`src/busPkg.sv`:
```
// Read-only subset of an AHB-style bus: no writes, no burst size field,
// no error, split or retry responses
`default_nettype none

package busPkg;

  // Byte address and data word widths
  localparam int addrBits = 32;
  localparam int dataBits = 32;

  // Address phase kinds, AHB encoding
  typedef enum logic [1:0] {
    IDLE   = 2'b00,
    NONSEQ = 2'b10,
    SEQ    = 2'b11
  } transType;

endpackage

`default_nettype wire

```
`src/cachePkg.sv`:
```
// Line geometry for the instruction cache. Lines are 16 bytes of 32-bit words
// and the set count comes from the setBits parameter of the top level
`default_nettype none

package cachePkg;

  // Words in one cache line
  localparam int wordsPerLine = 4;

  // Byte offset within a line
  localparam int offsetBits = 4;

  // Controller states
  // READY      idle or serving hits
  // MEMREAD    address phases of a fill still to be issued
  // LASTREAD   last address sent, waiting for the final data beat
  // NEXTINSTR  one cycle delivering the filled or bypassed word
  typedef enum logic [1:0] {
    READY,
    MEMREAD,
    LASTREAD,
    NEXTINSTR
  } ctrlState;

endpackage

`default_nettype wire

```
`src/lruTable.sv`:
```
// One replacement bit per set. 0 picks way 1 next, 1 picks way 2
`timescale 1ns/1ns
`default_nettype none

module lruTable #(
  parameter int setBits = 6
) (
  input  wire logic                        clk,
  input  wire logic                        reset,
  input  wire logic [busPkg::addrBits-1:0] fetchAddr,
  input  wire logic                        lruUpdate,
  input  wire logic                        lruWay,
  output logic                             lruBit
);

  localparam int numSets = 1 << setBits;

  logic [numSets-1:0] lruBits;
  logic [setBits-1:0] setIdx;

  assign setIdx = fetchAddr[cachePkg::offsetBits +: setBits];

  // Point at the way that was not just used
  always_ff @(posedge clk, posedge reset) begin
    if (reset) begin
      lruBits <= '0;
    end else if (lruUpdate) begin
      lruBits[setIdx] <= ~lruWay;
    end
  end

  assign lruBit = lruBits[setIdx];

endmodule

`default_nettype wire

```
`config.mk`:
```
export PLATFORM = sky130hd
export DESIGN_NAME = lruTable
export DESIGN_NICKNAME = d
export VERILOG_FILES = /design/src/busPkg.sv /design/src/cachePkg.sv /design/src/lruTable.sv
export SDC_FILE = /design/constraint.sdc
export NUM_CORES = 1
export LEC_CHECK = 0
export BUFFER_PORTS_ARGS = -buffer_cell sky130_fd_sc_hd__buf_2
export CORE_ASPECT_RATIO = 0.7
export CORE_MARGIN = 8
export CORE_UTILIZATION = 40
export CTS_CLUSTER_DIAMETER = 100
export CTS_CLUSTER_SIZE = 14
export DETAILED_ROUTE_END_ITERATION = 16
export GPL_ROUTABILITY_DRIVEN = 0
export GPL_TIMING_DRIVEN = 0
export MAX_ROUTING_LAYER = met4
export SLEW_MARGIN = 40
export SYNTH_ARGS = -nofsm -noshare
export SYNTH_HDL_FRONTEND = slang
export SYNTH_SLANG_ARGS = --single-unit
```
`constraint.sdc`:
```
create_clock -name clk -period 4.95 [get_ports clk]
set_input_delay 0.495 -clock clk [delete_from_list [all_inputs] [get_ports clk]]
set_output_delay 0.495 -clock clk [all_outputs]
set_load 0.1 [all_outputs]
```
==> metrics.md <==
| Metric | Value |
|---|---|
| Outcome | finished, final reports clean |
| Total negative setup slack | 0 ns |
| Count of input and output buffers | 8 |
| Worst Clk Skew | 0 ns |
| Synth warn | 0 |
| Floorplan Core Area | a little under 8000 sq um |
| Total Routed Length | just under 10,000 um |
| Fraction of power spent switching nets | 28.0% |
| Clock latency of the later-clocked register in the worst-skew pair | between 0.3 and 0.4 ns |
| Number of buffers added by the clock tree synthesis step | 9 |
| Power density cells | roughly 410 nW/um^2 |
| Kind of critical path | in2out |
| Portion of the post-synthesis area used by sequential elements | about half |
| Origin of the critical flop-to-flop path | lruBits[21] |
| Portion of total power attributed to sequential cells | about 45% |
| Type of the most critical hold path | in2async |
| Number of design rule violations left after detail routing | 0 |
| Count of antenna-violating nets left after detailed routing | 0 |
| Clock-pin slew of the registers on the worst-case setup and hold paths | around 0.050 ns |
| Max_slew headroom | between 40% and 50% |
| Crit path largest cell delay | between 0.4 and 0.5 ns |
| Max-slew violation total from the final report | 0 |
| Clock network fraction of total power | approximately 38% |
| Number of failing setup endpoints in the final timing report | 0 |
| Initial antenna violation count | 0 |
| Post-layout util | a little under half |
| Vert. Die Dim | roughly 92 um |
| Layout Nets | 397 |
| Flip-flop count of the largest register after layout | 64 |
| Diode insertion count for antenna repair | 0 |
| Share of cells above drive strength 1 | 13.2% |
| Crit path max fanout | 10 |
| Mapped Cells | roughly 340 |
| Proportion of power drawn by combinational gates | between 15 and 20% |
| Nature of the critical path startpoint | input pin |
| Hold Fails Final Rpt | 0 |
| Post-synthesis average cell area | 9.55 sq um |
| Half-perimeter wire length after placement | approximately 6700 um |
| Highest ir drop seen on vdd | 263 uV |
| Total standard cell area after synthesis | 3260 sq um |
| Most frequent cells in the layout | sky130_fd_sc_hd__dfrtp_1, sky130_fd_sc_hd__nor2_1, sky130_fd_sc_hd__a21oi_1, sky130_fd_sc_hd__a31oi_1, sky130_fd_sc_hd__buf_2 |
| Row count | 27 |
| Required time of the worst setup path | between 4 and 5 ns |
| Total congestion overflow after global routing | 0 |
| Signal arrival time at the worst endpoint | 2.87 ns |
| Share of flip-flops with an asynchronous set or reset after synthesis | 100% |
| Number of synthesized flops with an enable pin | 0 |
| Unrepaired setup endpoints after global routing | false |
| Largest registers | lruBits x64 |
| Register with the most flip-flops | lruBits |
| Most common library cell in the layout ignoring fill and taps | sky130_fd_sc_hd__dfrtp_1 |
| Final Cycle Share | approximately two thirds |
| Tot GR Track Use | a little under a fifth |
| Fin Hold WS | about 0.18 ns |
| CTS H-tree lvls | 3 |
| Effective utilization at floorplan | between 40% and 50% |
| CP endpoint kind | output pin |
| Highest Clock Rate | 297 MHz |
| Largest net degree at the start of global routing | 35 |
| Pleak | around 0.0016 uW |
| Die extent in x | ~120 um |
| Internal cell power | between 1000 and 1500 uW |
| Synthesized Nets | roughly 380 |
| TritonCTS Sinks | between 60 and 70 |
| Reported net switching power | 428 uW |
| Minimum clock period after layout | about 3.4 ns |
| Full die area | between 10,000 and 15,000 sq um |
| Routed wire length per instance | between 20 and 25 um |
| Number of unique standard cell types used by synthesis | 45 |
| Initial DRT Pass Iterations | 5 |
| Number of flip-flops and latches in the synthesized netlist | 64 |
| Overall via count from detail_route | approximately 2,800 |
| Gates resized, CTS repair | 0 |
| Num ports | 37 |
| Wire length of the first global-routing pass | ~15,000 um |
| Worst-path cell chain | buf_6, buf_2, clkbuf_1, mux2i_1, nor2_1, a221oi_1, nor2_1, or4_1, buf_2 |
| Slowest stage cell on the critical path | sky130_fd_sc_hd__clkbuf_1 |
| CTS Buffer Depth | 2 |
| Clock tree from TritonCTS | yes |
| Number of hold buffers added after cts | 0 |
| Drt first-iter violations | around 340 |
| Number of post-CTS setup repair buffers | 0 |
| Avg Vias per Cell | ~6 |
| Prevailing post-synth register cell | sky130_fd_sc_hd__dfrtp_1 |
| Root Buffer Master | sky130_fd_sc_hd__clkbuf_16 |
| Vias in the first global route | between 2,000 and 3,000 |
| Area Overhead vs Synth | 14.3% |
| Reported max-cap violation count | 0 |
| Pin slew with the least headroom to its limit | between 0.7 and 0.8 ns |
| Timing startpoint of the critical path | fetchAddr[6] |
-- metal layers --
layer  track usage (%)  up-vias  wire length [um]
met1              26.1     1368              4560
met4              4.50        0               108
met3              6.80       12               971
met5                 -        -                 0
li1                  -     1307                 -
met2              23.2      135              3990
-- stage by stage --
step / setup slack (ns) / cell area [sq um] / instances / power [uW]
detailed placement: 1.69 / 3450 / 451 / 952
global route: 1.57 / 3720 / 466 / 1590
finish: 1.58 / 3720 / 466 / 1530
CTS: 1.68 / 3710 / 466 / 1530
floorplan: 2.01 / 3260 / 341 / 869
global placement: 1.70 / 3420 / 450 / 937
-- final timing paths --
kind	to	slack, ns	depth (start not counted)
min	lruBits[56]	0.18	2
max reg2reg	lruBits[21]	4.17	2
max in group asynchronous	lruBits[40]	4.25	3
min reg2reg	lruBits[16]	0.48	2
min in group clk	lruBits[16]	0.48	2
max	lruBit	1.58	9
-- Yosys cell counts, types with 3 or more instances --
cell type,number,area (sq um)
sky130_fd_sc_hd__buf_2,9,45.0
sky130_fd_sc_hd__a21oi_1,53,265
sky130_fd_sc_hd__nor2b_1,4,25.0
sky130_fd_sc_hd__and2_1,3,18.8
sky130_fd_sc_hd__nand3_1,11,55.1
sky130_fd_sc_hd__nor3_1,3,15.0
sky130_fd_sc_hd__nor2_1,56,210
sky130_fd_sc_hd__o31ai_1,5,37.5
sky130_fd_sc_hd__clkbuf_1,9,33.8
sky130_fd_sc_hd__dfrtp_1,64,1600
sky130_fd_sc_hd__mux2i_1,9,90.1
sky130_fd_sc_hd__nand2_1,15,56.3
sky130_fd_sc_hd__mux4_2,4,90.1
sky130_fd_sc_hd__o21ai_0,13,65.1
sky130_fd_sc_hd__mux2_2,3,33.8
sky130_fd_sc_hd__nor3b_1,3,22.5
sky130_fd_sc_hd__a221oi_1,6,52.6
sky130_fd_sc_hd__a31oi_1,30,188
sky130_fd_sc_hd__and3_1,3,18.8
sky130_fd_sc_hd__inv_1,5,18.8
-- power by group through the flow --
stage | clock (uW) | combinational (uW) | sequential (uW)
final | 577 | 263 | 687
after global routing | 608 | 291 | 695
after CTS | 583 | 261 | 685
after detailed placement | 0 | 260 | 692
after global placement | 0 | 250 | 687
after floorplan | 0 | 204 | 665
-- cell type report --
cell class,instances,area (sq um)
fill,747,4150
sequential,64,1600
multi-input combinational,249,1540
clock buffer,15,268
tap,101,126
buffer,22,109
timing repair buffer,9,60.1
inverter,6,25.0
-- critical path, delay by kind of cell --
| kind | cells | cell delay [ns] |
|---|---|---|
| muxes | 1 | 0.28 |
| AOI/OAI and AO/OA | 1 | 0.24 |
| and+or+nand+nor | 3 | 0.59 |
| buffers and inverters | 4 | 1.26 |
-- logic make-up (layout without fill, tap and decap cells) --
family / Yosys count / after routing / share of synthesized area [%]
AND/OR/NAND/NOR: 107 / 107 / 15.2
AO/OA/AOI/OAI: 122 / 122 / 22.7
buffers and inverters: 28 / 52 / 4.03
flip-flops: 64 / 64 / 49.2
multiplexers: 20 / 20 / 8.99
No activity file was read; power rests on OpenSTA's default activity.
