`src/busPkg.sv`:
```
// Read-only subset of an AHB-style bus: no writes, no burst size field,
// no error, split or retry responses
`default_nettype none

package busPkg;

  // Byte address and data word widths
  localparam int addrBits = 32;
  localparam int dataBits = 32;

  // Address phase kinds, AHB encoding
  typedef enum logic [1:0] {
    IDLE   = 2'b00,
    NONSEQ = 2'b10,
    SEQ    = 2'b11
  } transType;

endpackage

`default_nettype wire

```
`src/cachePkg.sv`:
```
// Line geometry for the instruction cache. Lines are 16 bytes of 32-bit words
// and the set count comes from the setBits parameter of the top level
`default_nettype none

package cachePkg;

  // Words in one cache line
  localparam int wordsPerLine = 4;

  // Byte offset within a line
  localparam int offsetBits = 4;

  // Controller states
  // READY      idle or serving hits
  // MEMREAD    address phases of a fill still to be issued
  // LASTREAD   last address sent, waiting for the final data beat
  // NEXTINSTR  one cycle delivering the filled or bypassed word
  typedef enum logic [1:0] {
    READY,
    MEMREAD,
    LASTREAD,
    NEXTINSTR
  } ctrlState;

endpackage

`default_nettype wire

```
`src/cacheController.sv`:
```
// Miss handling for the two-way instruction cache. Fills always start at word 0
// and take four beats. Disabled fetches use one single read and bypass the arrays
`timescale 1ns/1ns
`default_nettype none

module cacheController #(
  parameter int setBits = 6
) (
  input  wire logic                              clk,
  input  wire logic                              reset,
  input  wire logic                              cacheEnable,
  input  wire logic                              fetchValid,
  input  wire logic [busPkg::addrBits-1:0]       fetchAddr,
  input  wire logic                              way1Valid,
  input  wire logic                              way2Valid,
  input  wire logic [busPkg::addrBits-setBits-cachePkg::offsetBits-1:0] way1Tag,
  input  wire logic [busPkg::addrBits-setBits-cachePkg::offsetBits-1:0] way2Tag,
  input  wire logic                              lruBit,
  input  wire logic                              busReady,
  output logic                                   stall,
  output logic [busPkg::addrBits-1:0]            busAddr,
  output busPkg::transType                       busTrans,
  output logic                                   way1WriteEn,
  output logic                                   way2WriteEn,
  output logic                                   tagWrite,
  output logic [$clog2(cachePkg::wordsPerLine)-1:0] fillWordOffset,
  output logic                                   readWay,
  output logic                                   bypassLoad,
  output logic                                   readBypass,
  output logic                                   lruUpdate,
  output logic                                   lruWay
);

  localparam int tagBits = busPkg::addrBits - setBits - cachePkg::offsetBits;
  localparam int wordSelBits = $clog2(cachePkg::wordsPerLine);
  localparam int byteBits = cachePkg::offsetBits - wordSelBits;
  localparam logic [wordSelBits-1:0] lastWord = wordSelBits'(cachePkg::wordsPerLine - 1);

  cachePkg::ctrlState state, nextState;

  logic [tagBits-1:0]     fetchTag;
  logic                   way1Hit, way2Hit, hit;
  logic                   missStart;
  logic                   victimNext, victimWay;
  logic                   bypassMode;
  logic                   fillBeat;
  logic [wordSelBits-1:0] addrCount, addrWord;

  // Hit detection, only meaningful while caching is enabled
  assign fetchTag = fetchAddr[busPkg::addrBits-1 -: tagBits];
  assign way1Hit = way1Valid && (way1Tag == fetchTag);
  assign way2Hit = way2Valid && (way2Tag == fetchTag);
  assign hit = fetchValid && cacheEnable && (way1Hit || way2Hit);

  // A disabled fetch goes to the bus even when a way happens to match
  assign missStart = (state == cachePkg::READY) && fetchValid && !(cacheEnable && hit);

  // Invalid way first, way 1 before way 2, else the LRU choice
  assign victimNext = !way1Valid ? 1'b0 : (!way2Valid ? 1'b1 : lruBit);

  always_ff @(posedge clk, posedge reset) begin
    if (reset) begin
      state <= cachePkg::READY;
    end else begin
      state <= nextState;
    end
  end

  always_comb begin
    nextState = state;
    case (state)
      cachePkg::READY: begin
        if (missStart && busReady) begin
          nextState = cacheEnable ? cachePkg::MEMREAD : cachePkg::LASTREAD;
        end
      end
      cachePkg::MEMREAD: begin
        if (busReady && addrCount == lastWord) begin
          nextState = cachePkg::LASTREAD;
        end
      end
      cachePkg::LASTREAD: begin
        if (busReady) begin
          nextState = cachePkg::NEXTINSTR;
        end
      end
      default: nextState = cachePkg::READY;
    endcase
  end

  // Victim and mode are frozen once the first address phase is taken
  always_ff @(posedge clk, posedge reset) begin
    if (reset) begin
      victimWay <= 1'b0;
      bypassMode <= 1'b0;
    end else if (missStart && busReady) begin
      victimWay <= victimNext;
      bypassMode <= !cacheEnable;
    end
  end

  // Address-phase word counter
  always_ff @(posedge clk, posedge reset) begin
    if (reset) begin
      addrCount <= '0;
    end else if (state == cachePkg::READY || state == cachePkg::NEXTINSTR) begin
      addrCount <= (nextState == cachePkg::MEMREAD) ? wordSelBits'(1) : '0;
    end else if (state == cachePkg::MEMREAD && busReady) begin
      addrCount <= addrCount + 1'b1;
    end
  end

  // Data beat lags the address phase by one, wraps to the last word in LASTREAD
  assign fillWordOffset = addrCount - 1'b1;

  // Word 0 for a fill, the requested word for a bypass read
  always_comb begin
    if (state == cachePkg::READY) begin
      addrWord = cacheEnable ? '0 : fetchAddr[byteBits +: wordSelBits];
    end else begin
      addrWord = addrCount;
    end
  end

  assign busAddr = {fetchAddr[busPkg::addrBits-1:cachePkg::offsetBits], addrWord,
                    {byteBits{1'b0}}};

  always_comb begin
    case (state)
      cachePkg::READY:   busTrans = missStart ? busPkg::NONSEQ : busPkg::IDLE;
      cachePkg::MEMREAD: busTrans = busPkg::SEQ;
      default:           busTrans = busPkg::IDLE;
    endcase
  end

  assign stall = missStart || state == cachePkg::MEMREAD || state == cachePkg::LASTREAD;

  // Fill writes and the bypass capture
  assign fillBeat = busReady && (state == cachePkg::MEMREAD ||
                                 (state == cachePkg::LASTREAD && !bypassMode));
  assign way1WriteEn = fillBeat && !victimWay;
  assign way2WriteEn = fillBeat && victimWay;
  assign tagWrite = busReady && state == cachePkg::LASTREAD && !bypassMode;
  assign bypassLoad = busReady && state == cachePkg::LASTREAD && bypassMode;

  // Way 2 is 1 on readWay and lruWay
  assign readWay = (state == cachePkg::NEXTINSTR) ? victimWay : way2Hit;
  assign readBypass = (state == cachePkg::NEXTINSTR) && bypassMode;
  assign lruUpdate = (state == cachePkg::READY && hit) ||
                     (state == cachePkg::NEXTINSTR && !bypassMode);
  assign lruWay = readWay;

  // Processor must hold its request across a stall
  assert property (@(posedge clk) disable iff (reset) stall |=> $stable(fetchAddr))
    else $error("fetchAddr changed while stalled");

  // Last data beat leads to the delivery cycle, which starts no new transfer
  assert property (@(posedge clk) disable iff (reset)
                   state == cachePkg::LASTREAD && busReady |=>
                   state == cachePkg::NEXTINSTR && busTrans == busPkg::IDLE)
    else $error("bus transfer issued in NEXTINSTR");

endmodule

`default_nettype wire

```
`config.mk`:
```
export PLATFORM = sky130hd
export DESIGN_NAME = cacheController
export DESIGN_NICKNAME = d
export VERILOG_FILES = /design/src/busPkg.sv /design/src/cachePkg.sv /design/src/cacheController.sv
export SDC_FILE = /design/constraint.sdc
export NUM_CORES = 1
export LEC_CHECK = 0
export ABC_AREA = 1
export BUFFER_PORTS_ARGS = -buffer_cell sky130_fd_sc_hd__buf_2
export CAP_MARGIN = 10
export CORE_ASPECT_RATIO = 0.75
export CORE_MARGIN = 3
export CORE_UTILIZATION = 40
export DETAILED_ROUTE_END_ITERATION = 7
export PLACE_DENSITY = 0.82
export SLEW_MARGIN = 10
export SYNTH_ARGS = -nofsm -noshare
export SYNTH_HDL_FRONTEND = slang
export SYNTH_SLANG_ARGS = --single-unit
```
`constraint.sdc`:
```
create_clock -name clk -period 1.5 [get_ports clk]
set_input_delay 0.15 -clock clk [delete_from_list [all_inputs] [get_ports clk]]
set_output_delay 0.15 -clock clk [all_outputs]
set_load 0.03 [all_outputs]
```
==> results of run 1 <==
-- routing by layer --
layer | track usage [%] | part of all wire [%] | vias to the layer above
li1 | - | - | 1111
met1 | 25.7 | 39 | 930
met2 | 35.9 | 51 | 80
met3 | 2.05 | 8.1 | 10
met4 | 6.13 | 1.5 | 0
met5 | 0 | 0 | -
-- cell usage after synthesis (all sizes together) --
cell type	n	area, um^2
dfrtp	6	150
o21bai	1	11.3
nand2	134	520
ha	5	62.6
inv	75	282
o22ai	2	12.5
a21o	1	8.76
conb	1	3.75
nand3	7	52.6
nor2	35	146
a21boi	1	7.51
o21ai	12	60.1
a21oi	5	25.0
or2	2	12.5
buf	31	233
nand4	1	6.26
xnor2	4	35.0
-- registers in the layout (all words and copies together) (netlist names) --
register	count
bypassMode	1
victimWay	1
addrCount	2
state	2
-- area by class of cell --
cell class | instances | area share [%]
flip-flops and latches | 6 | 5.71
multi-input cells | 212 | 44.8
inverters | 75 | 11.0
clock buffers | 3 | 1.57
well taps | 52 | 2.48
repair buffers | 130 | 34.4
-- stage by stage --
stage          setup WS (ns)  utilization [%]
2_1_floorplan        -0.0429                -
6_report              -0.144             69.5
5_1_grt               -0.224             69.5
3_3_place_gp          -0.276             57.6
4_1_cts               -0.156             65.7
3_5_place_dp          -0.282             57.6
-- cell families after synthesis --
logic type	Yosys count	share of synthesized area, %
xor+xnor	4	2.15
other cells	1	0.230
compound gates	22	7.68
fa+ha+maj	5	3.84
buf+inv	106	31.6
simple gates	179	45.3
flops	6	9.22
-- worst max path at each step --
stage | startpoint | end | slack (ns) | cells past startpoint
after floorplan | state[0] | way1WriteEn | -0.04 | 6
after global placement | fetchAddr[16] | stall | -0.28 | 13
after detailed placement | fetchAddr[16] | stall | -0.28 | 13
after CTS | fetchAddr[15] | stall | -0.16 | 13
after global routing | fetchAddr[28] | stall | -0.22 | 13
final | state[1] | stall | -0.14 | 7
-- worst min-delay path, stage by stage --
cell and delay [ns]:
buf_2 0.11, o21ai_0 0.06, o21ai_0 0.09
-- timing repair --
action                                  4_1_cts  5_1_grt
gates cloned                                  0        0
endpoints found under the setup margin       11       13
resized for setup                            67       48
buffers inserted                              3        1
endpoints found under the hold margin         6        0
pin swaps                                    32       32
hold buffers                                  1        0
-- power groups by stage --
stage / Combinational [mW] / Clock [mW] / Sequential, mW
floorplan: 1.22 / 0 / 0.297
global placement: 1.70 / 0 / 0.305
detailed placement: 1.74 / 0 / 0.305
CTS: 2.07 / 0.239 / 0.311
global route: 2.39 / 0.258 / 0.333
finish: 2.23 / 0.231 / 0.323
==> run metrics, run 1 <==
vias in the first global route=roughly 1.9k; Finished Layout Cells=about 480; vias per cell=approximately 4.5; Fillers=350; Max Fanout on Critical Path=3; FF+latch count, synth=6; hold path start=way1Valid; Total GRT Usage=roughly 20%; layout cells sized above 1=approximately 50%; Hold Path Sink=victimWay; die width=~80 um; total power=2.78 mW; most used cell, CP=inv_2; Bufs and invs on worst path=3; clock-pin transition on the worst setup and hold timing paths=0.03 ns; Post-Synthesis Cells=323; # setup viols final=9; Required @ worst endpoint=around 1.4 ns; Crit Path Class=reg -> out; final slew viol count=0; Psw=1.41 mW; FP Rows=19; most frequent cells in the layout=112 x nand2_1, 79 x buf_2, 52 x inv_1; CP top delay family=flip-flops; Final Hold Fails=0; worst vdd ir=approximately 1.2 mV; CP max-delay cell=dfrtp_1; CTS Root Cell=clkbuf_8; Worst setup SP type=flip-flop; FMAX=608 MHz; antenna-violating nets left=0; Distinct cells, synth=25; number of max-cap violations=0; routability-driven placement congestion ratio=0.992; CP max stage delay=0.36 ns; # H-tree levels=1; Starting Density=approximately 43%; internal power=roughly 1.4 mW; worst-path cell chain=inv_2, ha_4, nand2_2, inv_2, a21o_4, or2_4, buf_6; placed cell count=470; TritonCTS clock tree=built; clk_lat worst skew=approximately 0.22 ns; Pleak=approximately 1.6 nW; first-pass GRT wire length=7750 um; min-delay worst type=in -> reg; WL/cell=between 10 and 15 um; most common cell after layout, fill and taps aside=nand2_1; Worst setup EP type=output port; Multi-input gate area=around 0.0012 mm^2; Clock Skews=approximately 0.0019 ns; worst r2r dst=addrCount[0]; combinational share of power=approximately four fifths; hold path cells=3; min Tclk post-route=~1.6 ns; Synth Area per Inst=a little over 5 um^2; critical path arrival=between 1 and 1.5 ns; final hold slack=around 0.24 ns; Antenna Cells=0; die area=roughly 0.005 mm^2; Area Growth Syn to Fin=61.3%; status=finished, violations left; CTS Buffer Depth=2; violated checks=setup timing; Die Span Y=just over 60 um; input/output buffers=112; FF-to-FF setup slack=-0.04 ns; reg2reg path depth=10; Clock power frac=8.3%; Placeable Area=0.00378 mm^2; via count=2131; hpwl dp=around 4200 um; RSZ-0062 raised after global routing=yes; register area=approximately 150 um^2; Initial DRC Count=between 80 and 90; final worst setup slack=-0.144 ns; crit share post-route=110%; Ports=129; CTS Buf Count=3; dpl cell area=approximately 0.0022 mm^2; Syn Std Cell Area=0.00163 mm^2; Synthesis Warnings=0; Crit Reg-Reg Startpoint=state[0]; number of clock sinks=6; drt pass-1 iters=4; final net count=around 520; sequential power share=between 10% and 20%; grt ovf=0; post-route cell area=between 0.002 and 0.003 mm^2; switching portion of total power=roughly half; largest net degree at the start of global routing=7; Pwr Density=1060 mW/mm^2; Setup TNS=-0.448 ns; DRC Markers=0; initial antenna violation count=0; sequential share of the synthesized area=a little under a tenth; DRT Wirelength=about 5500 um
Power figures use the tool's default switching activity.
==> inputs of run 2 (changes only) <==
--- a/config.mk
+++ b/config.mk
@@ -12,6 +12,7 @@
 export CORE_MARGIN = 3
 export CORE_UTILIZATION = 40
 export DETAILED_ROUTE_END_ITERATION = 7
+export GPL_TIMING_DRIVEN = 0
 export PLACE_DENSITY = 0.82
 export SLEW_MARGIN = 10
 export SYNTH_ARGS = -nofsm -noshare
==> run 2 against run 1 <==
The run still ends with setup timing left. Sequential share of layout area shrank 0.46 points. Die area unchanged. Register-to-register slack got worse by 0.10 ns. Sequential power grew 2%. Highest routed layer unchanged.
==> run metrics, run 2 (synthesis gave the netlist of run 1 again) <==
status=finished, violations left; violated checks=setup timing; routability-driven placement congestion ratio=0.924 (-6.8%); FMAX=580 MHz (-4.7%); CTS Buffer Depth=2 (unchanged); CP max stage delay=0.23 ns (-0.13 ns); number of clock sinks=6 (unchanged); most used cell, CP=nand2_1; layout cells sized above 1=50.9% (+2.0 points); placed cell count=494 (+5.1%); Psw=1.53 mW (+8.5%); CTS Buf Count=3 (unchanged); final worst setup slack=-0.225 ns (-0.0804 ns); Worst setup SP type=input port; vias per cell=4.51 (+1.2%); Final Hold Fails=0 (unchanged); CTS Root Cell=clkbuf_8; DRC Markers=0 (unchanged); Starting Density=43.1% (unchanged); initial antenna violation count=0 (unchanged); Crit Path Class=in -> out; TritonCTS clock tree=built; min-delay worst type=in -> reg; GRT met2 Usage=41.6% (+5.7 points); switching portion of total power=49.2% (-1.6 points); crit share post-route=115% (+5.4 points); sequential power share=10.5% (-1.1 points); Clock Skews=0.00336 ns (+0.00148 ns); Worst setup EP type=output port; clk_lat worst skew=0.22 ns (about the same); FP Rows=19 (unchanged); DP Worst Slack=-0.376 ns (-0.0938 ns); number of max-cap violations=0 (unchanged); Die Span Y=61.3 um (unchanged); via count=2327 (+9.2%); Clock power frac=7.7% (-0.6 points); Finished Layout Cells=516 (+7.9%); Fillers=302 (-14%); critical path arrival=1.57 ns (+0.08 ns); vias in the first global route=1988 (+5.0%); worst vdd ir=1.28 mV (+5.3%); met1 GRT Util=26.3% (+0.64 points); register area=150 um^2 (unchanged); Multi-input gate area=0.00116 mm^2 (-1.6%); met3 GRT Util=1.02% (-1.0 points); largest net degree at the start of global routing=7 (unchanged); total power=3.12 mW (+12%); most common cell after layout, fill and taps aside=nand2_1; most frequent cells in the layout=122 x nand2_1, 94 x buf_2, 53 x inv_1; die area=0.00488 mm^2 (unchanged); internal power=1.58 mW (+16%); # setup viols final=12 (+3); min Tclk post-route=1.72 ns (+0.0804 ns); combinational share of power=81.8% (+1.7 points); drt pass-1 iters=4 (unchanged); clock-pin transition on the worst setup and hold timing paths=0.04 ns (about the same); Pleak=1.81 nW (+10%); Antenna Cells=0 (unchanged); # H-tree levels=1 (unchanged); hpwl dp=4400 um (+4.5%); Total GRT Usage=21.2% (+1.2 points); WL/cell=11.8 um (+2.9%); input/output buffers=118 (+5.4%); first-pass GRT wire length=8300 um (+7.1%); DRT Wirelength=6110 um (+11%); worst-path cell chain=buf_2, nand2_1, nand2_1, nor2_2, nand2_1, nor2_2, nand3_2, nand2_2, nand2_4, a21o_4, or2_4, buf_6; grt ovf=0 (unchanged); die width=79.7 um (unchanged); gr busiest metal=met2; Required @ worst endpoint=1.35 ns (about the same); RSZ-0062 raised after global routing=yes; Ports=129 (unchanged); final net count=555 (+7.4%); Top Registers=addrCount: 2 flops, state: 2 flops; Max Fanout on Critical Path=2 (-1); Initial DRC Count=112 (+27%); Pwr Density=1090 mW/mm^2 (+3.0%); Area Growth Syn to Fin=75.6%; fin util=75.7% (+6.2 points); final slew viol count=0 (unchanged); Setup TNS=-1.23 ns (-0.786 ns); Placeable Area=0.00378 mm^2 (unchanged); CP max-delay cell=or2_4; antenna-violating nets left=0 (unchanged)
[run 2: stage by stage]
step	cell area, um^2	hold WS (ns)
after floorplan	1690	-0.0590
after global placement	2340	0.0598
after detailed placement	2340	0.0640
after CTS	2650	0.233
after global routing	2860	0.247
final	2860	0.240
[run 2: path summary, 6_finish.rpt]
check / from / to / slack, ns / cells past startpoint
setup / recovery: way2Tag[13] / stall / -0.22 / 12
hold / removal: way1Valid / victimWay / 0.24 / 3
setup reg to reg: state[0] / addrCount[0] / -0.14 / 9
hold reg to reg: victimWay / victimWay / 0.63 / 2
max in group asynchronous: reset / addrCount[1] / 0.94 / 3
min in group asynchronous: reset / victimWay / 0.38 / 3
[run 2: worst max-delay path: cells and delay by family]
family / cells / cell delay [ns]
simple gates: 9 / 0.98
buf+inv: 2 / 0.25
compound gates: 1 / 0.20
[run 2: final cells by class]
cell class | instances | share of cell area, %
multi-input cells | 212 | 40.5
repair buffers | 137 | 32.2
inverters | 75 | 10.0
plain buffers | 31 | 8.27
flip-flops and latches | 6 | 5.25
well taps | 52 | 2.27
clock buffers | 3 | 1.44
[run 2: power by group through the flow]
stage               Sequential (mW)  Clock [mW]  Combinational [mW]
finish                        0.328       0.240                2.55
global route                  0.336       0.256                2.73
CTS                           0.311       0.251                2.08
detailed placement            0.320           0                1.65
global placement              0.317           0                1.62
floorplan                     0.297           0                1.22
[run 2: repair_timing]
action                                  in CTS  in global routing
pin swaps                                   23                 23
setup buffers                               11                  8
hold buffers                                 1                  0
gates resized for setup                     54                 42
hold endpoints to repair                     6                  0
endpoints found under the setup margin      13                 15
[run 2: per-layer routing]
| layer | vias to the layer above | share of wire [%] |
|---|---|---|
| met2 | 100 | 52 |
| met5 | - | 0 |
| li1 | 1180 | - |
| met3 | 14 | 7.3 |
| met4 | 0 | 2.2 |
| met1 | 1033 | 39 |
==> inputs of run 3 (changes only) <==
--- a/config.mk
+++ b/config.mk
@@ -14,6 +14,7 @@
 export DETAILED_ROUTE_END_ITERATION = 7
 export GPL_TIMING_DRIVEN = 0
 export PLACE_DENSITY = 0.82
+export RECOVER_POWER = 25
 export SLEW_MARGIN = 10
 export SYNTH_ARGS = -nofsm -noshare
 export SYNTH_HDL_FRONTEND = slang
==> run 3 against run 2 <==
The flow still finishes with violations (setup timing). Fmax did not move. Total power barely moved. Wire length hardly changed. Clock skew hardly changed. Non-clock buffer count unchanged. Highest routed layer unchanged.
==> run metrics, run 3 (synthesis gave the netlist of run 1 again) <==
total power=3.11 mW (about the same); placed cell count=494 (unchanged); crit share post-route=115% (unchanged); Top Registers=addrCount: 2 flops, state: 2 flops; initial antenna violation count=0 (unchanged); number of max-cap violations=0 (unchanged); most common cell after layout, fill and taps aside=nand2_1; final hold slack=0.240 ns (+0.0000580 ns); violated checks=setup timing; FF-to-FF setup slack=-0.14 ns (about the same); Finished Layout Cells=516 (unchanged); Starting Density=43.1% (unchanged); input/output buffers=118 (unchanged); final worst setup slack=-0.225 ns (unchanged); Total GRT Usage=21.2% (unchanged); vias per cell=4.51 (unchanged); min Tclk post-route=1.72 ns (unchanged); status=finished, violations left; Pleak=1.80 nW (-0.91%); final net count=555 (unchanged); min-delay worst type=in -> reg; dpl cell area=0.00234 mm^2 (unchanged); clk_lat worst skew=0.22 ns (about the same); Initial DRC Count=112 (unchanged); drt pass-1 iters=4 (unchanged); # setup viols final=12 (unchanged); CTS Buffer Depth=2 (unchanged); CP max stage delay=0.23 ns (about the same); layout cells sized above 1=49.6% (-1.3 points); grt ovf=0 (unchanged); TritonCTS clock tree=built; final slew viol count=0 (unchanged); most used cell, CP=nand2_1; RSZ-0062 raised after global routing=yes; via count=2327 (unchanged); FMAX=580 MHz (unchanged); Max Fanout on Critical Path=2 (unchanged); Antenna Cells=0 (unchanged); largest net degree at the start of global routing=7 (unchanged); Worst setup SP type=input port; post-route cell area=0.00285 mm^2 (-0.26%); worst vdd ir=1.28 mV (about the same); Required @ worst endpoint=1.35 ns (about the same); hpwl dp=4400 um (unchanged); Placeable Area=0.00378 mm^2 (unchanged); CTS Buf Count=3 (unchanged); worst-path cell chain=buf_2, nand2_1, nand2_1, nor2_2, nand2_1, nor2_2, nand3_2, nand2_2, nand2_4, a21o_4, or2_4, buf_6; routability-driven placement congestion ratio=0.924 (unchanged); DRT Wirelength=6110 um (about the same); most frequent cells in the layout=122 x nand2_1, 88 x buf_2, 53 x inv_1; first-pass GRT wire length=8300 um (unchanged); Pwr Density=1090 mW/mm^2 (+0.19%); CTS Root Cell=clkbuf_8; Crit Path Class=in -> out; Fillers=307 (+1.7%); Die Span Y=61.3 um (unchanged); DRC Markers=0 (unchanged); FP Rows=19 (unchanged); CP max-delay cell=or2_4; # H-tree levels=1 (unchanged); Final Hold Fails=0 (unchanged); die width=79.7 um (unchanged); die area=0.00488 mm^2 (unchanged); Worst setup EP type=output port; Area Growth Syn to Fin=75.1%; clock-pin transition on the worst setup and hold timing paths=0.04 ns (about the same); vias in the first global route=1988 (unchanged); critical path arrival=1.57 ns (about the same); Clock Skews=0.00337 ns (+0.00000600 ns); antenna-violating nets left=0 (unchanged); WL/cell=11.8 um (about the same); number of clock sinks=6 (unchanged); Ports=129 (unchanged)
run 3: cell types whose count changed in the layout (fill, tap and decap cells not counted), sizes merged:
cell    delta
clkbuf     +6
buf        -6
run 3: report_power, final:
| part | internal [mW] | total (mW) | switching, mW |
|---|---|---|---|
| sequential | 0.236 | 0.328 | 0.0921 |
| clock | 0.172 | 0.240 | 0.0681 |
| combinational | 1.17 | 2.55 | 1.37 |
| total | 1.58 | 3.11 | 1.53 |
run 3: routing by layer:
metal | routed length, um | global-route usage, %
met1 | 2360 | 26.3
met3 | 443 | 1.02
met2 | 3180 | 41.6
met4 | 136 | 3.92
met5 | 0 | 0
run 3: timing repair:
action / in CTS / in global routing
pin swaps: 23 / 23
hold buffers: 1 / 0
endpoints found under the setup margin: 13 / 15
gates resized for setup: 54 / 42
setup buffers: 11 / 8
endpoints found under the hold margin: 6 / 0
run 3: cell type report:
type	count	area, um^2	share of cell area [%]
Inverter	75	287	10.0
Clock buffer	3	41.3	1.45
Buffer	31	236	8.29
Tap cell	52	65.1	2.28
Sequential cell	6	150	5.26
Multi-Input combinational cell	212	1160	40.6
Timing Repair Buffer	137	915	32.1
run 3: path summary, 6_finish.rpt:
check | cells past startpoint | from | to
min in group asynchronous | 3 | reset | victimWay
setup / recovery | 12 | way2Tag[13] | stall
setup reg to reg | 9 | state[0] | addrCount[0]
hold / removal | 3 | way1Valid | victimWay
max in group asynchronous | 3 | reset | addrCount[1]
hold reg to reg | 2 | victimWay | victimWay
run 3: stage by stage:
step / setup TNS (ns) / setup slack, ns / util, %
after floorplan: -0.105 / -0.0429 / -
after global placement: -1.20 / -0.334 / 62.0
after detailed placement: -1.48 / -0.376 / 62.0
after CTS: -0.580 / -0.171 / 70.1
after global routing: -2.26 / -0.299 / 75.5
final: -1.23 / -0.225 / 75.5
run 3: critical path: cells and delay by family:
| family | cells | cell delay (ns) |
|---|---|---|
| and+or+nand+nor | 9 | 0.98 |
| buffers and inverters | 2 | 0.25 |
| AOI/OAI and AO/OA | 1 | 0.20 |
